==> src/dma_read_pkg.sv <==
// shared constants, scalar types and structs for the read DMA engine
package dma_read_pkg;

   localparam int TAG_W       = 4;
   localparam int ENG_TAG_W   = 4;
   localparam int ADDR_W      = 48;
   localparam int CHUNK_BYTES = 128;
   localparam int MAX_CHUNKS  = 4;
   // bits needed to number the chunks of one read
   localparam int BEAT_W      = $clog2(MAX_CHUNKS);

   typedef logic [TAG_W-1:0]     tag_t;
   typedef logic [ENG_TAG_W-1:0] eng_tag_t;
   typedef logic [ADDR_W-1:0]    addr_t;
   // read length in chunks, legal values 1 to MAX_CHUNKS
   typedef logic [2:0]           len_t;

   // what the requester asked for, kept per bus tag
   typedef struct packed {
      eng_tag_t eng_tag;
      len_t     len;
   } ctx_t;

   // one finished read waiting to be returned
   typedef struct packed {
      tag_t tag;
      len_t cnt;
      logic err;
   } done_t;

endpackage

==> src/req_issue.sv <==
// request and free-tag join, address alignment, command issue and per-tag context
`timescale 1ns/100ps

module req_issue #(
   parameter int NUM_TAGS = 16
) (
   input  logic                   i_clk,
   input  logic                   i_rst_n,
   input  logic                   i_req_v,
   output logic                   o_req_r,
   input  dma_read_pkg::eng_tag_t i_req_eng_tag,
   input  dma_read_pkg::addr_t    i_req_addr,
   input  dma_read_pkg::len_t     i_req_len,
   input  logic                   i_tag_v,
   output logic                   o_tag_r,
   input  dma_read_pkg::tag_t     i_tag,
   output logic                   o_cmd_v,
   input  logic                   i_cmd_r,
   output dma_read_pkg::tag_t     o_cmd_tag,
   output dma_read_pkg::addr_t    o_cmd_addr,
   output dma_read_pkg::len_t     o_cmd_len,
   input  dma_read_pkg::tag_t     i_ctx_ra,
   output dma_read_pkg::ctx_t     o_ctx_rd
);

   import dma_read_pkg::*;

   // low address bits cleared for a single chunk and for a full read
   localparam int LO_SHORT = $clog2(CHUNK_BYTES);
   localparam int LO_LONG  = $clog2(CHUNK_BYTES * MAX_CHUNKS);

   ctx_t ctx_mem [NUM_TAGS];
   logic issue;

   // request, tag and command all complete in the same cycle
   assign o_cmd_v = i_req_v & i_tag_v;
   assign o_req_r = i_tag_v & i_cmd_r;
   assign o_tag_r = i_req_v & i_cmd_r;
   assign issue   = i_req_v & i_tag_v & i_cmd_r;

   assign o_cmd_tag  = i_tag;
   assign o_cmd_len  = i_req_len;
   assign o_cmd_addr = (i_req_len == len_t'(1)) ?
                       {i_req_addr[ADDR_W-1:LO_SHORT], {LO_SHORT{1'b0}}} :
                       {i_req_addr[ADDR_W-1:LO_LONG], {LO_LONG{1'b0}}};

   always_ff @(posedge i_clk)
   begin
      if (issue)
      begin
         ctx_mem[i_tag].eng_tag <= i_req_eng_tag;
         ctx_mem[i_tag].len     <= i_req_len;
      end
      o_ctx_rd <= ctx_mem[i_ctx_ra];
   end

endmodule

==> config.mk <==
export PLATFORM = sky130hd
export DESIGN_NAME = req_issue
export DESIGN_NICKNAME = d
export VERILOG_FILES = /design/src/dma_read_pkg.sv /design/src/req_issue.sv
export SDC_FILE = /design/constraint.sdc
export NUM_CORES = 1
export LEC_CHECK = 0
export BUFFER_PORTS_ARGS = -buffer_cell sky130_fd_sc_hd__buf_4
export CAP_MARGIN = 20
export CORE_MARGIN = 4
export CORE_UTILIZATION = 47
export DETAILED_ROUTE_END_ITERATION = 7
export HOLD_SLACK_MARGIN = 0.05
export PLACE_DENSITY = 0.83
export SETUP_SLACK_MARGIN = 0.15
export SLEW_MARGIN = 5
export SYNTH_ARGS = -nofsm -noshare
export SYNTH_HDL_FRONTEND = slang
export SYNTH_SLANG_ARGS = --single-unit
==> constraint.sdc <==
create_clock -name i_clk -period 2 [get_ports i_clk]
set_input_delay 0.2 -clock i_clk [delete_from_list [all_inputs] [get_ports i_clk]]
set_output_delay 0.2 -clock i_clk [all_outputs]
set_load 0.05 [all_outputs]
==> results.cfg <==
[finish]
postLayoutCellArea_um2 = 5858
postLayoutCoreUtil = 0.5674
drive_gt1_frac = 0.3388
multi_input_area_um2 = 1042
area_delta_synth_final_pct = 17.70
fill_cells = 704
regArea_um2 = 3503
final_nets = 359
diodes = 0

[clocking]
numCtsBuffers = 17
tritoncts = yes
cts_buffer_depth = 2
cts.sinks = 119
htreeDepth = 4
clk_pin_slew_worst_paths_ns = 0.06
clk_latency_ns = 0.52
root_buffer = clkbuf_8

[global_route]
grt_max_degree = 29
grt_pass1_vias = 2591
overflow = 0
grt_pass1_wl_um = 15130
antenna_found_initial = 0
globalRouteTotalUtil = 0.1703

[timing]
setup_viol = 0
tightest_slew_ns = 0.5693
final.setup_skew_ns = 0.009546
tns_ns = 0
grt_setup_unrepaired = false
slew_headroom = 0.6197
fin_crit_sh = 0.8583
finalHoldViolCount = 0
fin_crit_ns = 1.717
report.final.slew_viol_count = 0
fmax_mhz = 582.6

[synthesis]
synthMuxAreaShare = 0.1395
ys_seq_area_frac = 0.7039
yosysUniqueCellTypes = 23
synth_compound_area_frac = 0.02112
synth_edf_count = 112
yosys.area_share.adder = 0
synth-xor-area-share = 0
ys.flop_type = edfxtp_1
synth_top_family_by_area = multiplexers
ys_async_sr_fraction = 0
synth-simple-area-share = 0.04098
yosysWarnings = 0
netlist.top_cell.by_area = edfxtp_1
synthCells = 263
synth_top_cell_area_share = 0.6757
ys_ff_latch = 119
netlist_top_cells_area = edfxtp_1 (68%), mux4_1 (9.0%), buf_4 (8.0%)
syn_area_per_cell_um2 = 18.92
syn_area_um2 = 4977

[power_and_ir_drop]
p_total_uw = 6282
p_leak_uw = 0.002080
p_per_area_nw_per_um2 = 1072
max-vdd-ir-drop_mv = 0.7943

[detailed_routing]
vias = 2446
wl_per_cell_um = 22.66
drt_iter0_drc = 190
finalWirelength_um = 9972
drc_errors = 0
viasPerCell = 5.559
drt-pass1-iter-count = 5
ant_nets = 0

[flow_run]
cap_viol_max_count = 0

[critical_path]
critPathMaxFanout = 19
criticalPathCategory = in2out
critical_path_arrival_ns = 1.52
cp-end-kind = primary output
slowest_stage = dlygate4sd3_1
start_kind = input pin
required_ns = 1.80
cpPeakStageDelay_ns = 0.54
cp_common_cell = buf_4
worstPathCellList = dlygate4sd3_1 -> buf_4 -> nor4bb_2 -> buf_4

[run_status]
status = finished clean

[placed_design]
port_buffers = 39
hpwlAfterDp_um = 6080
postPlaceCellArea_um2 = 5169
routabilityCongestion = 0.7484

[die]
die_area_um2 = 12300
io_pins = 133
fp.dieH_um = 110.9
row_count = 37
chipWidth_um = 110.9
core_area_um2 = 10320
initial_utilization = 0.4821

[min_path]
hp-class = in2reg
==> layout by cell type, fill, tap and decap left out, types with 3 or more instances in the layout <==
cell type / netlist / final
dfxtp_1: 7 / 7
edfxtp_1: 112 / 112
clkbuf_16: 0 / 16
mux4_1: 17 / 17
nor3_1: 4 / 4
buf_4: 53 / 55
bufinv_16: 0 / 4
and2_1: 4 / 4
a22oi_1: 14 / 14
dlygate4sd3_1: 0 / 7
nand2_1: 8 / 8
mux4_2: 11 / 11
clkbuf_8: 0 / 3
clkinv_2: 0 / 5
conb_1: 1 / 7
nor2_1: 13 / 13
==> critical path, delay by kind of cell <==
| family | cells | cell delay (ns) |
|---|---|---|
| buffers and inverters | 3 | 1.00 |
| and+or+nand+nor | 1 | 0.32 |
==> state kept, by name (all words and copies together) (netlist names) <==
register  cells
ctx_mem     112
o_ctx_rd      7
==> cells by family (layout without fill, tap and decap cells) <==
family / count (synthesis) / after routing
mux: 28 / 28
flops: 119 / 119
compound gates: 14 / 14
simple gates: 40 / 40
buf+inv: 61 / 96
other cells: 1 / 7
==> area by class of cell <==
class                      instances  area share
multi-input combinational         89      0.1779
tap                              136     0.02905
clock buffer                      19     0.07540
sequential                       119      0.5980
clock inverter                    13     0.03033
timing repair buffer              64     0.08928
==> stage by stage <==
step	hold WS [ns]	setup slack [ns]	instances
after floorplan	0.2989	0.1954	269
after global placement	0.4003	0.3398	401
after detailed placement	0.4003	0.3228	401
after CTS	0.1791	0.2698	440
after global routing	0.2139	0.2314	440
final	0.1963	0.2834	440
==> repair_timing <==
action / CTS / global route
gates resized for setup: 0 / 0
hold buffers: 7 / 0
endpoints found under the hold margin: 112 / 0
setup buffers: 0 / 0
setup endpoints to repair: 0 / 0
==> final timing paths <==
check / slack (ns) / start / endpoint / cells after the start
setup / recovery: 0.28 / i_req_len[1] / o_cmd_addr[8] / 4
hold / removal: 0.20 / i_ctx_ra[2] / o_ctx_rd[4] / 4
setup reg to reg: 0.51 / ctx_mem[5][5] / o_ctx_rd[5] / 3
hold reg to reg: 0.68 / ctx_mem[8][0] / o_ctx_rd[0] / 3
==> routing by layer <==
layer | wire, um | share of wire | vias to the layer above | track usage
met5 | 0 | 0 | - | 0
met4 | 392 | 0.039 | 0 | 0.09770
met3 | 782 | 0.078 | 46 | 0.05677
met2 | 4935 | 0.49 | 136 | 0.2670
met1 | 3862 | 0.39 | 1218 | 0.2067
li1 | - | - | 1046 | -
==> Yosys cell counts, types with 3 or more instances <==
library cell and n:
dfxtp_1 7, buf_4 53, nor2_1 13, mux4_1 17, nor3_1 4, nand2_1 8
edfxtp_1 112, a22oi_1 14, mux4_2 11, and2_1 4, buf_2 3
==> power breakdown <==
part,total (uW),switching [uW],internal (uW)
Sequential,2770,9.62,2760
Clock,3100,1020,2080
Combinational,420,271,149
(Power assumes the default switching activity.)
