`config.mk`:
```
export PLATFORM = sky130hd
export DESIGN_NAME = tag_free_list
export DESIGN_NICKNAME = d
export VERILOG_FILES = /design/src/dma_read_pkg.sv /design/src/sync_fifo.sv /design/src/tag_free_list.sv
export SDC_FILE = /design/constraint.sdc
export NUM_CORES = 1
export LEC_CHECK = 0
export ABC_CLOCK_PERIOD_IN_PS = 4350
export CAP_MARGIN = 10
export CORE_ASPECT_RATIO = 1.75
export CORE_MARGIN = 3
export CORE_UTILIZATION = 40
export DETAILED_ROUTE_END_ITERATION = 6
export DONT_BUFFER_PORTS = 1
export PLACE_DENSITY = 0.56
export SLEW_MARGIN = 20
export SYNTH_ARGS = -nofsm -noshare
export SYNTH_HDL_FRONTEND = slang
export SYNTH_HIERARCHICAL = 1
export SYNTH_SLANG_ARGS = --single-unit
```
`constraint.sdc`:
```
create_clock -name i_clk -period 4.35 [get_ports i_clk]
set_clock_uncertainty 0.15 [all_clocks]
set_input_delay 0.435 -clock i_clk [delete_from_list [all_inputs] [get_ports i_clk]]
set_output_delay 0.435 -clock i_clk [all_outputs]
set_load 0.005 [all_outputs]
```
`src/dma_read_pkg.sv`:
```
// shared constants, scalar types and structs for the read DMA engine
package dma_read_pkg;

   localparam int TAG_W       = 4;
   localparam int ENG_TAG_W   = 4;
   localparam int ADDR_W      = 48;
   localparam int CHUNK_BYTES = 128;
   localparam int MAX_CHUNKS  = 4;
   // bits needed to number the chunks of one read
   localparam int BEAT_W      = $clog2(MAX_CHUNKS);

   typedef logic [TAG_W-1:0]     tag_t;
   typedef logic [ENG_TAG_W-1:0] eng_tag_t;
   typedef logic [ADDR_W-1:0]    addr_t;
   // read length in chunks, legal values 1 to MAX_CHUNKS
   typedef logic [2:0]           len_t;

   // what the requester asked for, kept per bus tag
   typedef struct packed {
      eng_tag_t eng_tag;
      len_t     len;
   } ctx_t;

   // one finished read waiting to be returned
   typedef struct packed {
      tag_t tag;
      len_t cnt;
      logic err;
   } done_t;

endpackage

```
`src/sync_fifo.sv`:
```
// single-clock FIFO with a type-parameterised payload
`timescale 1ns/100ps

module sync_fifo #(
   parameter int  DEPTH = 16,
   parameter type T     = logic
) (
   input  logic i_clk,
   input  logic i_rst_n,
   input  logic i_push,
   input  T     i_din,
   output logic o_full,
   output logic o_v,
   input  logic i_pop,
   output T     o_dout
);

   localparam int PTR_W = (DEPTH > 1) ? $clog2(DEPTH) : 1;

   T               mem [DEPTH];
   logic [PTR_W-1:0] wr_ptr;
   logic [PTR_W-1:0] rd_ptr;
   logic [PTR_W:0]   count;
   logic             do_push;
   logic             do_pop;

   assign o_full  = (count == (PTR_W+1)'(DEPTH));
   assign o_v     = (count != '0);
   assign o_dout  = mem[rd_ptr];
   assign do_push = i_push & ~o_full;
   assign do_pop  = i_pop & o_v;

   always_ff @(posedge i_clk)
   begin
      if (!i_rst_n)
      begin
         wr_ptr <= '0;
         rd_ptr <= '0;
         count  <= '0;
      end
      else
      begin
         // pointers wrap at DEPTH so any depth works
         if (do_push)
            wr_ptr <= (wr_ptr == PTR_W'(DEPTH-1)) ? '0 : wr_ptr + PTR_W'(1);
         if (do_pop)
            rd_ptr <= (rd_ptr == PTR_W'(DEPTH-1)) ? '0 : rd_ptr + PTR_W'(1);
         if (do_push && !do_pop)
            count <= count + (PTR_W+1)'(1);
         else if (do_pop && !do_push)
            count <= count - (PTR_W+1)'(1);
      end
   end

   always_ff @(posedge i_clk)
   begin
      if (do_push)
         mem[wr_ptr] <= i_din;
   end

endmodule

```
`src/tag_free_list.sv`:
```
// pool of free bus tags, loaded with every tag after reset
`timescale 1ns/100ps

module tag_free_list #(
   parameter int NUM_TAGS = 16
) (
   input  logic               i_clk,
   input  logic               i_rst_n,
   output logic               o_tag_v,
   input  logic               i_tag_r,
   output dma_read_pkg::tag_t o_tag,
   input  logic               i_free_v,
   input  dma_read_pkg::tag_t i_free_tag
);

   import dma_read_pkg::*;

   logic [TAG_W:0] init_cnt;
   logic           init_done;
   logic           push;
   tag_t           push_tag;
   logic           fifo_v;

   assign init_done = (init_cnt == (TAG_W+1)'(NUM_TAGS));
   // the init counter owns the push side until every tag has been loaded
   assign push      = ~init_done | i_free_v;
   assign push_tag  = init_done ? i_free_tag : init_cnt[TAG_W-1:0];
   assign o_tag_v   = init_done & fifo_v;

   always_ff @(posedge i_clk)
   begin
      if (!i_rst_n)
         init_cnt <= '0;
      else if (!init_done)
         init_cnt <= init_cnt + (TAG_W+1)'(1);
   end

   sync_fifo #(
      .DEPTH (NUM_TAGS),
      .T     (tag_t)
   ) tag_fifo_inst (
      .i_clk   (i_clk),
      .i_rst_n (i_rst_n),
      .i_push  (push),
      .i_din   (push_tag),
      .o_full  (),
      .o_v     (fifo_v),
      .i_pop   (o_tag_v & i_tag_r),
      .o_dout  (o_tag)
   );

endmodule

```
==> results.toml <==
[outcome]
status = "completed"

[die]
die_w_um = 79.07
rows = 46
io_pins = 13
die_h_um = 133.9
coreArea_sq_um = 9094
initial_utilization_pct = 41.10
die-area_sq_um = 10590

[finish]
fin_util_pct = 45.31
drive_gt1_share_pct = 15.56
num_antenna_cells = 0
areaGrowthSynthToFinish_pct = 10.24
final_nets = 273

[setup_path]
worstSetupPathType = "reg2reg"
worstPathRequired_ns = 4.47
cp-end-kind = "register"
critPathLaunchType = "register"
setup.reg_to_reg.worst_slack_ns = 1.03
crit_fanout = 11
critical_path_arrival_ns = 3.44

[timing]
post-route-period-util_pct = 76.43
tightest_slew_ns = 0.8007
slew_violations = 0
timing.setup.tns_ns = 0
period_needed_ns = 3.325
hold_violations = 0
max_slew_margin_pct = 46.55
hold_ws_ns = 0.07481
rsz0062_at_grt = "false"
max_clock_freq_ghz = 0.3008
finalSetupViolations = 0

[cts]
cts_resized = 0
root_buffer = "clkbuf_16"
clk_pin_slew_worst_paths_ns = 0.06
ctsLongestPathBuffers = 2
numCtsBuffers = 9
worst_skew_pair.late_latency_ns = 0.33
cts_setup_buffers = 0
clock-sinks = 86
cts_tree = "built"
cts_hold_buf = 0
h-tree-depth = 3

[routing]
drtPass1Iterations = 4
wirelength_um = 6628
post_drt_wl_per_cell_um = 17.58
ant_nets = 0
num_vias = 1969
avgViaCountPerCell = 5.223
route.detailed.drc = 0
drt_iter0_markers = 121

[global_routing]
grt_pass1_wl_um = 10630
grt_pass1_vias = 2045
grt_usage_pct = 13.74
overflow = 0
antenna_found_initial = 0
grt_max_degree = 25

[job]
max_cap_viol_count = 0

[min_path]
min_path_type = "in2reg"

[power_and_ir_drop]
ir_drop_mv = 0.1940
power_density_nw_per_um2 = 412.1
cellLeakagePower_uw = 0.001428

[place]
place.gp.congestion = 0.7461
port_buffers = 0
hpwlAfterDp_um = 4750

[logic_synthesis]
syn_inst = 250
avgSynthCellArea_sq_um = 14.95
synth_nets = 271
yosys_warnings = 6
syn-cell-area_sq_um = 3737
routing by layer:
layer,global-route usage [%],up-vias,share of wire [%]
li1,-,947,-
met4,7.170,0,2.6
met3,3.226,11,3.1
met1,14.38,985,39
met2,24.91,26,55
met5,0,-,0
through the flow:
| step | worst slack (ns) | cell area (sq um) | std cells | total power, uW |
|---|---|---|---|---|
| finish | 1.025 | 4120 | 377 | 1698 |
| global route | 0.7274 | 4120 | 377 | 1768 |
| CTS | 0.9667 | 4120 | 377 | 1726 |
| detailed placement | 0.9957 | 3844 | 361 | 1029 |
| global placement | 1.109 | 3842 | 361 | 1025 |
| floorplan | 1.504 | 3737 | 250 | 1002 |
placed cells by master (no fill, tap or decap), types with 2 or more instances in the layout:
master and instances:
nand2_1 22, nor3_1 4, dfxtp_1 21, edfxtp_1 64
and3_1 2, nand3_1 5, a22oi_1 8, mux2i_1 7
mux4_2 16, clkinv_4 3, inv_1 8, clkbuf_16 9
a21oi_1 6, o21ai_0 4, nor4_1 2, nor2_1 14
nand2b_1 7, a21o_1 3, ha_1 12, and2_1 7
xnor2_1 5, nor2b_1 5
sequential cells by signal, summed over array words and instances (netlist names), named ones only:
name	count
tag_fifo_inst/rd_ptr	4
tag_fifo_inst/count	5
tag_fifo_inst/mem	64
tag_fifo_inst/wr_ptr	4
init_cnt	5
worst max-delay path, stage by stage, from the launching register on:
cell	delay [ns]
dfxtp_1	0.35
inv_1	0.07
ha_1	0.14
nor4bb_4	0.66
nand2b_1	0.21
a21boi_2	0.26
ha_1	0.27
inv_1	0.16
ha_1	0.30
a21oi_1	0.21
nand3_1	0.10
a21oi_1	0.18
mux2i_1	0.18
cell type report:
| class | instances | area [sq um] |
|---|---|---|
| multi-input combinational | 147 | 1300 |
| sequential | 86 | 2364 |
| clock inverter | 6 | 47.55 |
| tap | 120 | 150.1 |
| fill | 839 | 4974 |
| inverter | 8 | 30.03 |
| clock buffer | 10 | 229.0 |
final timing paths:
check | startpoint | end | depth (start not counted)
hold / removal | i_rst_n | tag_fifo_inst/count[0]$_SDFFE_PN0P_ | 1
setup reg to reg | init_cnt[0]$_SDFFE_PN0P_ | tag_fifo_inst/count[4]$_SDFFE_PN0P_ | 12
hold reg to reg | init_cnt[4]$_SDFFE_PN0P_ | init_cnt[4]$_SDFFE_PN0P_ | 2
setup / recovery | init_cnt[0]$_SDFFE_PN0P_ | tag_fifo_inst/count[4]$_SDFFE_PN0P_ | 12
where the power goes:
group	leakage (uW)	internal (uW)	total [uW]	switching [uW]
clock network	0.000133	390	690	299
registers	0.000774	909	924	15.5
logic	0.000522	33.2	84.5	51.3
total	0.00143	1330	1700	366
No activity file was read; power rests on OpenSTA's default activity.
