### config.mk
export PLATFORM = sky130hd
export DESIGN_NAME = rsp_return
export DESIGN_NICKNAME = d
export VERILOG_FILES = /design/src/dma_read_pkg.sv /design/src/rsp_return.sv
export SDC_FILE = /design/constraint.sdc
export NUM_CORES = 1
export LEC_CHECK = 0
export ABC_AREA = 1
export BUFFER_PORTS_ARGS = -buffer_cell sky130_fd_sc_hd__buf_2
export CORE_ASPECT_RATIO = 0.6
export CORE_UTILIZATION = 43
export DETAILED_ROUTE_END_ITERATION = 16
export GPL_TIMING_DRIVEN = 0
export PLACE_DENSITY = 0.88
export SLEW_MARGIN = 20
export SYNTH_ARGS = -nofsm -noshare
export SYNTH_HDL_FRONTEND = slang
export SYNTH_SLANG_ARGS = --single-unit
### constraint.sdc
create_clock -name i_clk -period 3.1 [get_ports i_clk]
set_input_delay 0.31 -clock i_clk [delete_from_list [all_inputs] [get_ports i_clk]]
set_output_delay 0.31 -clock i_clk [all_outputs]
set_load 0.02 [all_outputs]
### src/dma_read_pkg.sv
// shared constants, scalar types and structs for the read DMA engine
package dma_read_pkg;

   localparam int TAG_W       = 4;
   localparam int ENG_TAG_W   = 4;
   localparam int ADDR_W      = 48;
   localparam int CHUNK_BYTES = 128;
   localparam int MAX_CHUNKS  = 4;
   // bits needed to number the chunks of one read
   localparam int BEAT_W      = $clog2(MAX_CHUNKS);

   typedef logic [TAG_W-1:0]     tag_t;
   typedef logic [ENG_TAG_W-1:0] eng_tag_t;
   typedef logic [ADDR_W-1:0]    addr_t;
   // read length in chunks, legal values 1 to MAX_CHUNKS
   typedef logic [2:0]           len_t;

   // what the requester asked for, kept per bus tag
   typedef struct packed {
      eng_tag_t eng_tag;
      len_t     len;
   } ctx_t;

   // one finished read waiting to be returned
   typedef struct packed {
      tag_t tag;
      len_t cnt;
      logic err;
   } done_t;

endpackage

### src/rsp_return.sv
// response FSM that streams finished reads out of the buffer and frees their tags
`timescale 1ns/100ps

module rsp_return #(
   parameter int NUM_TAGS = 16,
   parameter int DATA_W   = 64
) (
   input  logic                   i_clk,
   input  logic                   i_rst_n,
   input  logic                   i_done_v,
   output logic                   o_done_r,
   input  dma_read_pkg::done_t    i_done,
   output dma_read_pkg::tag_t     o_ctx_ra,
   input  dma_read_pkg::ctx_t     i_ctx_rd,
   output logic [dma_read_pkg::TAG_W+dma_read_pkg::BEAT_W-1:0] o_buf_ra,
   input  logic [DATA_W-1:0]      i_buf_rd,
   output logic                   o_rsp_v,
   output dma_read_pkg::eng_tag_t o_rsp_eng_tag,
   output logic [dma_read_pkg::BEAT_W-1:0] o_rsp_beat,
   output logic [DATA_W-1:0]      o_rsp_data,
   output logic                   o_rsp_last,
   output logic                   o_rsp_err,
   input  logic                   i_rsp_r,
   output logic                   o_free_v,
   output dma_read_pkg::tag_t     o_free_tag
);

   import dma_read_pkg::*;

   typedef enum logic [1:0] {
      ST_IDLE,
      ST_FETCH,
      ST_SEND
   } state_t;

   state_t            state_q;
   tag_t              cur_tag;
   len_t              cur_cnt;
   logic              cur_err;
   logic [BEAT_W-1:0] beat_q;
   logic [BEAT_W-1:0] rd_beat;
   logic              last_beat;
   logic              len_err;

   assign o_done_r = (state_q == ST_IDLE);

   // the context read address stays on the current tag so i_ctx_rd holds all read long
   assign o_ctx_ra = (state_q == ST_IDLE) ? i_done.tag : cur_tag;

   // while a beat is presented the buffer already reads the next one
   assign rd_beat  = (state_q == ST_SEND) ? beat_q + BEAT_W'(1) : beat_q;
   assign o_buf_ra = {o_ctx_ra, rd_beat};

   assign last_beat = (len_t'(beat_q) == i_ctx_rd.len - len_t'(1));
   // a read that got fewer or more chunks than requested is reported as an error
   assign len_err   = (cur_cnt != i_ctx_rd.len);

   assign o_free_tag = cur_tag;

   always_ff @(posedge i_clk)
   begin
      if (!i_rst_n)
      begin
         state_q  <= ST_IDLE;
         beat_q   <= '0;
         o_rsp_v  <= 1'b0;
         o_free_v <= 1'b0;
      end
      else
      begin
         o_free_v <= 1'b0;
         case (state_q)
            ST_IDLE:
            begin
               if (i_done_v)
                  state_q <= ST_FETCH;
            end
            ST_FETCH:
            begin
               o_rsp_v <= 1'b1;
               state_q <= ST_SEND;
            end
            ST_SEND:
            begin
               if (i_rsp_r)
               begin
                  o_rsp_v <= 1'b0;
                  if (o_rsp_last)
                  begin
                     beat_q   <= '0;
                     o_free_v <= 1'b1;
                     state_q  <= ST_IDLE;
                  end
                  else
                  begin
                     beat_q  <= beat_q + BEAT_W'(1);
                     state_q <= ST_FETCH;
                  end
               end
            end
            default:
            begin
               state_q <= ST_IDLE;
            end
         endcase
      end
   end

   always_ff @(posedge i_clk)
   begin
      if (state_q == ST_IDLE && i_done_v)
      begin
         cur_tag <= i_done.tag;
         cur_cnt <= i_done.cnt;
         cur_err <= i_done.err;
      end
      // output register loads only in FETCH, so it holds while the consumer stalls
      if (state_q == ST_FETCH)
      begin
         o_rsp_eng_tag <= i_ctx_rd.eng_tag;
         o_rsp_beat    <= beat_q;
         o_rsp_data    <= i_buf_rd;
         o_rsp_last    <= last_beat;
         o_rsp_err     <= last_beat & (cur_err | len_err);
      end
   end

endmodule

==> results.md <==
* Outcome: completed
* Setup TNS at 0 ns
* Post-CTS Setup Bufs at 0
* Clock root buffer: clkbuf_8
* CP bufs+invs at 3
* Final WL at 5.91 mm
* Instance count on the critical path at 6
* Syn nets at 253
* Row cnt at 22
* CTS clk-pin slew, worst paths at 0.08 ns
* Maximum root-to-sink buffer count at 2
* GRT met2 Usage at 31.8%
* GPL Wtd Cong at 0.721
* CP Max Fanout at 6
* Crit path max-delay family: buffers and inverters
* Final antenna-violating net count at 0
* Die ar. at 7090 um^2
* DRT iter0 DRCs at 64
* Starting density of the core at 46.0%
* CTS tree: done
* Vias per inst at 4.44
* Die W at 108 um
* Initial antenna violation count at 0
* Final cell count without fillers at 441
* DR WL/cell at 13.4 um
* Synth area leaders: edfxtp_1 (83%), nand2_1 (4.7%), dfxtp_1 (4.1%)
* Slew Limit Fails at 0
* Syn_area_per_cell at 17.2 um^2
* RSZ-0062 raised after global routing: no
* Final period utilization at 56.1%
* Area grow syn2layout at 41.7%
* Area leader, netlist: edfxtp_1
* PD cells at 658 nW/um^2
* Core Region at 6300 um^2
* CP cell instances: nor2_2, inv_2, nand2_1, nand2_1, buf_4, buf_2
* Number of buffers created by CTS at 9
* NumNets Final at 436
* CTS sink count at 86
* Seq/Total Area, Yosys at 86.9%
* Fraction of layout cells with a size suffix above 1 at 56.3%
* # DRC at 0
* GR Layer Usage met1 at 17.7%
* Least-Margin Pin Slew at 0.725 ns
* Leakage at 1.84 nW
* Critical Path Most Common Cell: nand2_1
* Max-slew headroom at 51.5%
* Netlist Area Pre-Place at 2900 um^2
* Tightest Hold Check Type: in -> reg
* Synth Instances at 169
* Via count at 1959
* Overflow left after global routing at 0
* Yosys cell types at 18
* Peak per-stage delay on the critical path at 0.36 ns
* Reg2Reg Depth at 3
* Post-synth top area share at 82.8%
* Post-CTS Resized at 0
* Placed insts at 425
* Die Ht at 65.6 um
* Worst setup path class: reg -> out
* Final setup violation count at 0
* Largest net degree at the start of global routing at 53
* First-pass GRT wire length at 8.94 mm
* Fraction of met3 tracks used by global routing at 7.64%
* GR peak layer: met2
* Synth Warn # at 0
* Area after DPL at 3890 um^2
* ANT cells at 0
* Startpoint types: register
* Worst skew pair latency at 0.33 ns
* Vias in the first global route at 1978
* Max-cap violations at 0
* Max stage delay cell, worst path: dfxtp_1
* Max Clk Rate at 575 MHz
* Final min period at 1.74 ns
* Synthesized flop and latch total at 86
* Io pins at 172
* DP Wirelength at 4.61 mm
* Hold Violations, Final at 0
* Worst vdd ir at 328 uV
* Clock skew at 0.00418 ns
* Hold path depth at 1
* Tightest hold margin at 0.143 ns
* # port buffers at 171
* CTS H-tree lvls at 3
* Finished Cell Area at 4110 um^2
* Hold_buf cts at 0
* Global Route Usage Sum at 17.5%
* Worst Path Required at 2.79 ns
* Worst Setup End Kind: output pin
* CP arrival at 1.43 ns
* Router iterations before antenna repair at 4
## through the flow
stage	util (%)	worst slack (ns)	total power, mW
final	65.2	1.36	2.71
after global routing	65.2	1.18	2.83
after CTS	65.2	1.31	2.74
after detailed placement	61.8	1.43	1.89
after global placement	61.3	0.273	1.87
after floorplan	-	0.773	1.70
## cells in the final DEF, fill, tap and decap left out, types with 2 or more instances in the layout
cell type	instances
a21oi_1	5
buf_2	171
buf_4	4
bufinv_16	2
clkbuf_8	9
dfxtp_1	6
edfxtp_1	80
inv_1	13
inv_2	3
inv_6	3
nand2_1	36
nand2_2	2
nand3_1	2
nor2_1	8
nor2_2	2
## routing by layer
layer	vias to the layer above	wire length [um]	share of wire (%)
met1	888	2150	36
met5	-	0	0
met4	0	96	1.6
met2	107	3000	51
met3	11	662	11
li1	953	-	-
## synth_stat cells (all sizes together)
cell and count:
xnor2 1, a21oi 5, nand3 2, o21ai 2, buf 4, nor2 10
xor2 1, or2 1, ha 1, edfxtp 80, dfxtp 6, inv 17
nand2 38, nor3 1
## power breakdown
part | total [mW] | switching [mW] | internal (mW)
registers | 1.42 | 0.0295 | 1.39
logic | 0.436 | 0.287 | 0.148
clock network | 0.849 | 0.390 | 0.459
## cell families (layout without fill, tap and decap cells)
logic type / Yosys count / after routing / share of synthesized area, %
xor+xnor: 2 / 2 / 0.604
compound gates: 7 / 7 / 1.34
fa+ha+maj: 1 / 1 / 0.431
flops: 86 / 86 / 86.9
simple gates: 52 / 52 / 7.46
buf+inv: 21 / 209 / 3.23
## path summary, 6_finish.rpt
check / start / to / slack (ns)
worst max register to register: state_q[1] / cur_cnt[1] / 1.47
worst min register to register: o_rsp_v / o_rsp_v / 0.47
worst max-delay path: state_q[1] / o_ctx_ra[2] / 1.36
worst min-delay path: i_buf_rd[47] / o_rsp_data[47] / 0.14
## state kept, by name (all words and copies together), names as in the netlist
name	count
beat_q	2
cur_cnt	3
cur_err	1
o_free_tag	4
o_free_v	1
o_rsp_beat	2
o_rsp_data	64
o_rsp_eng_tag	4
o_rsp_err	1
o_rsp_last	1
o_rsp_v	1
state_q	2
## worst register-to-register path, cell delays in order, from the launching register on
cell	delay (ns)
dfxtp_1	0.36
nor2_2	0.24
inv_2	0.10
nor2_1	0.57
## final cells by class
class	count	area [um^2]
clock buffers	9	124
repair buffers	172	883
well taps	84	105
multi-input cells	62	285
plain buffers	4	30.0
inverters	17	66.3
fillers	495	2190
clock inverters	7	95.1
flip-flops and latches	86	2520
No activity file was read; power rests on OpenSTA's default activity.
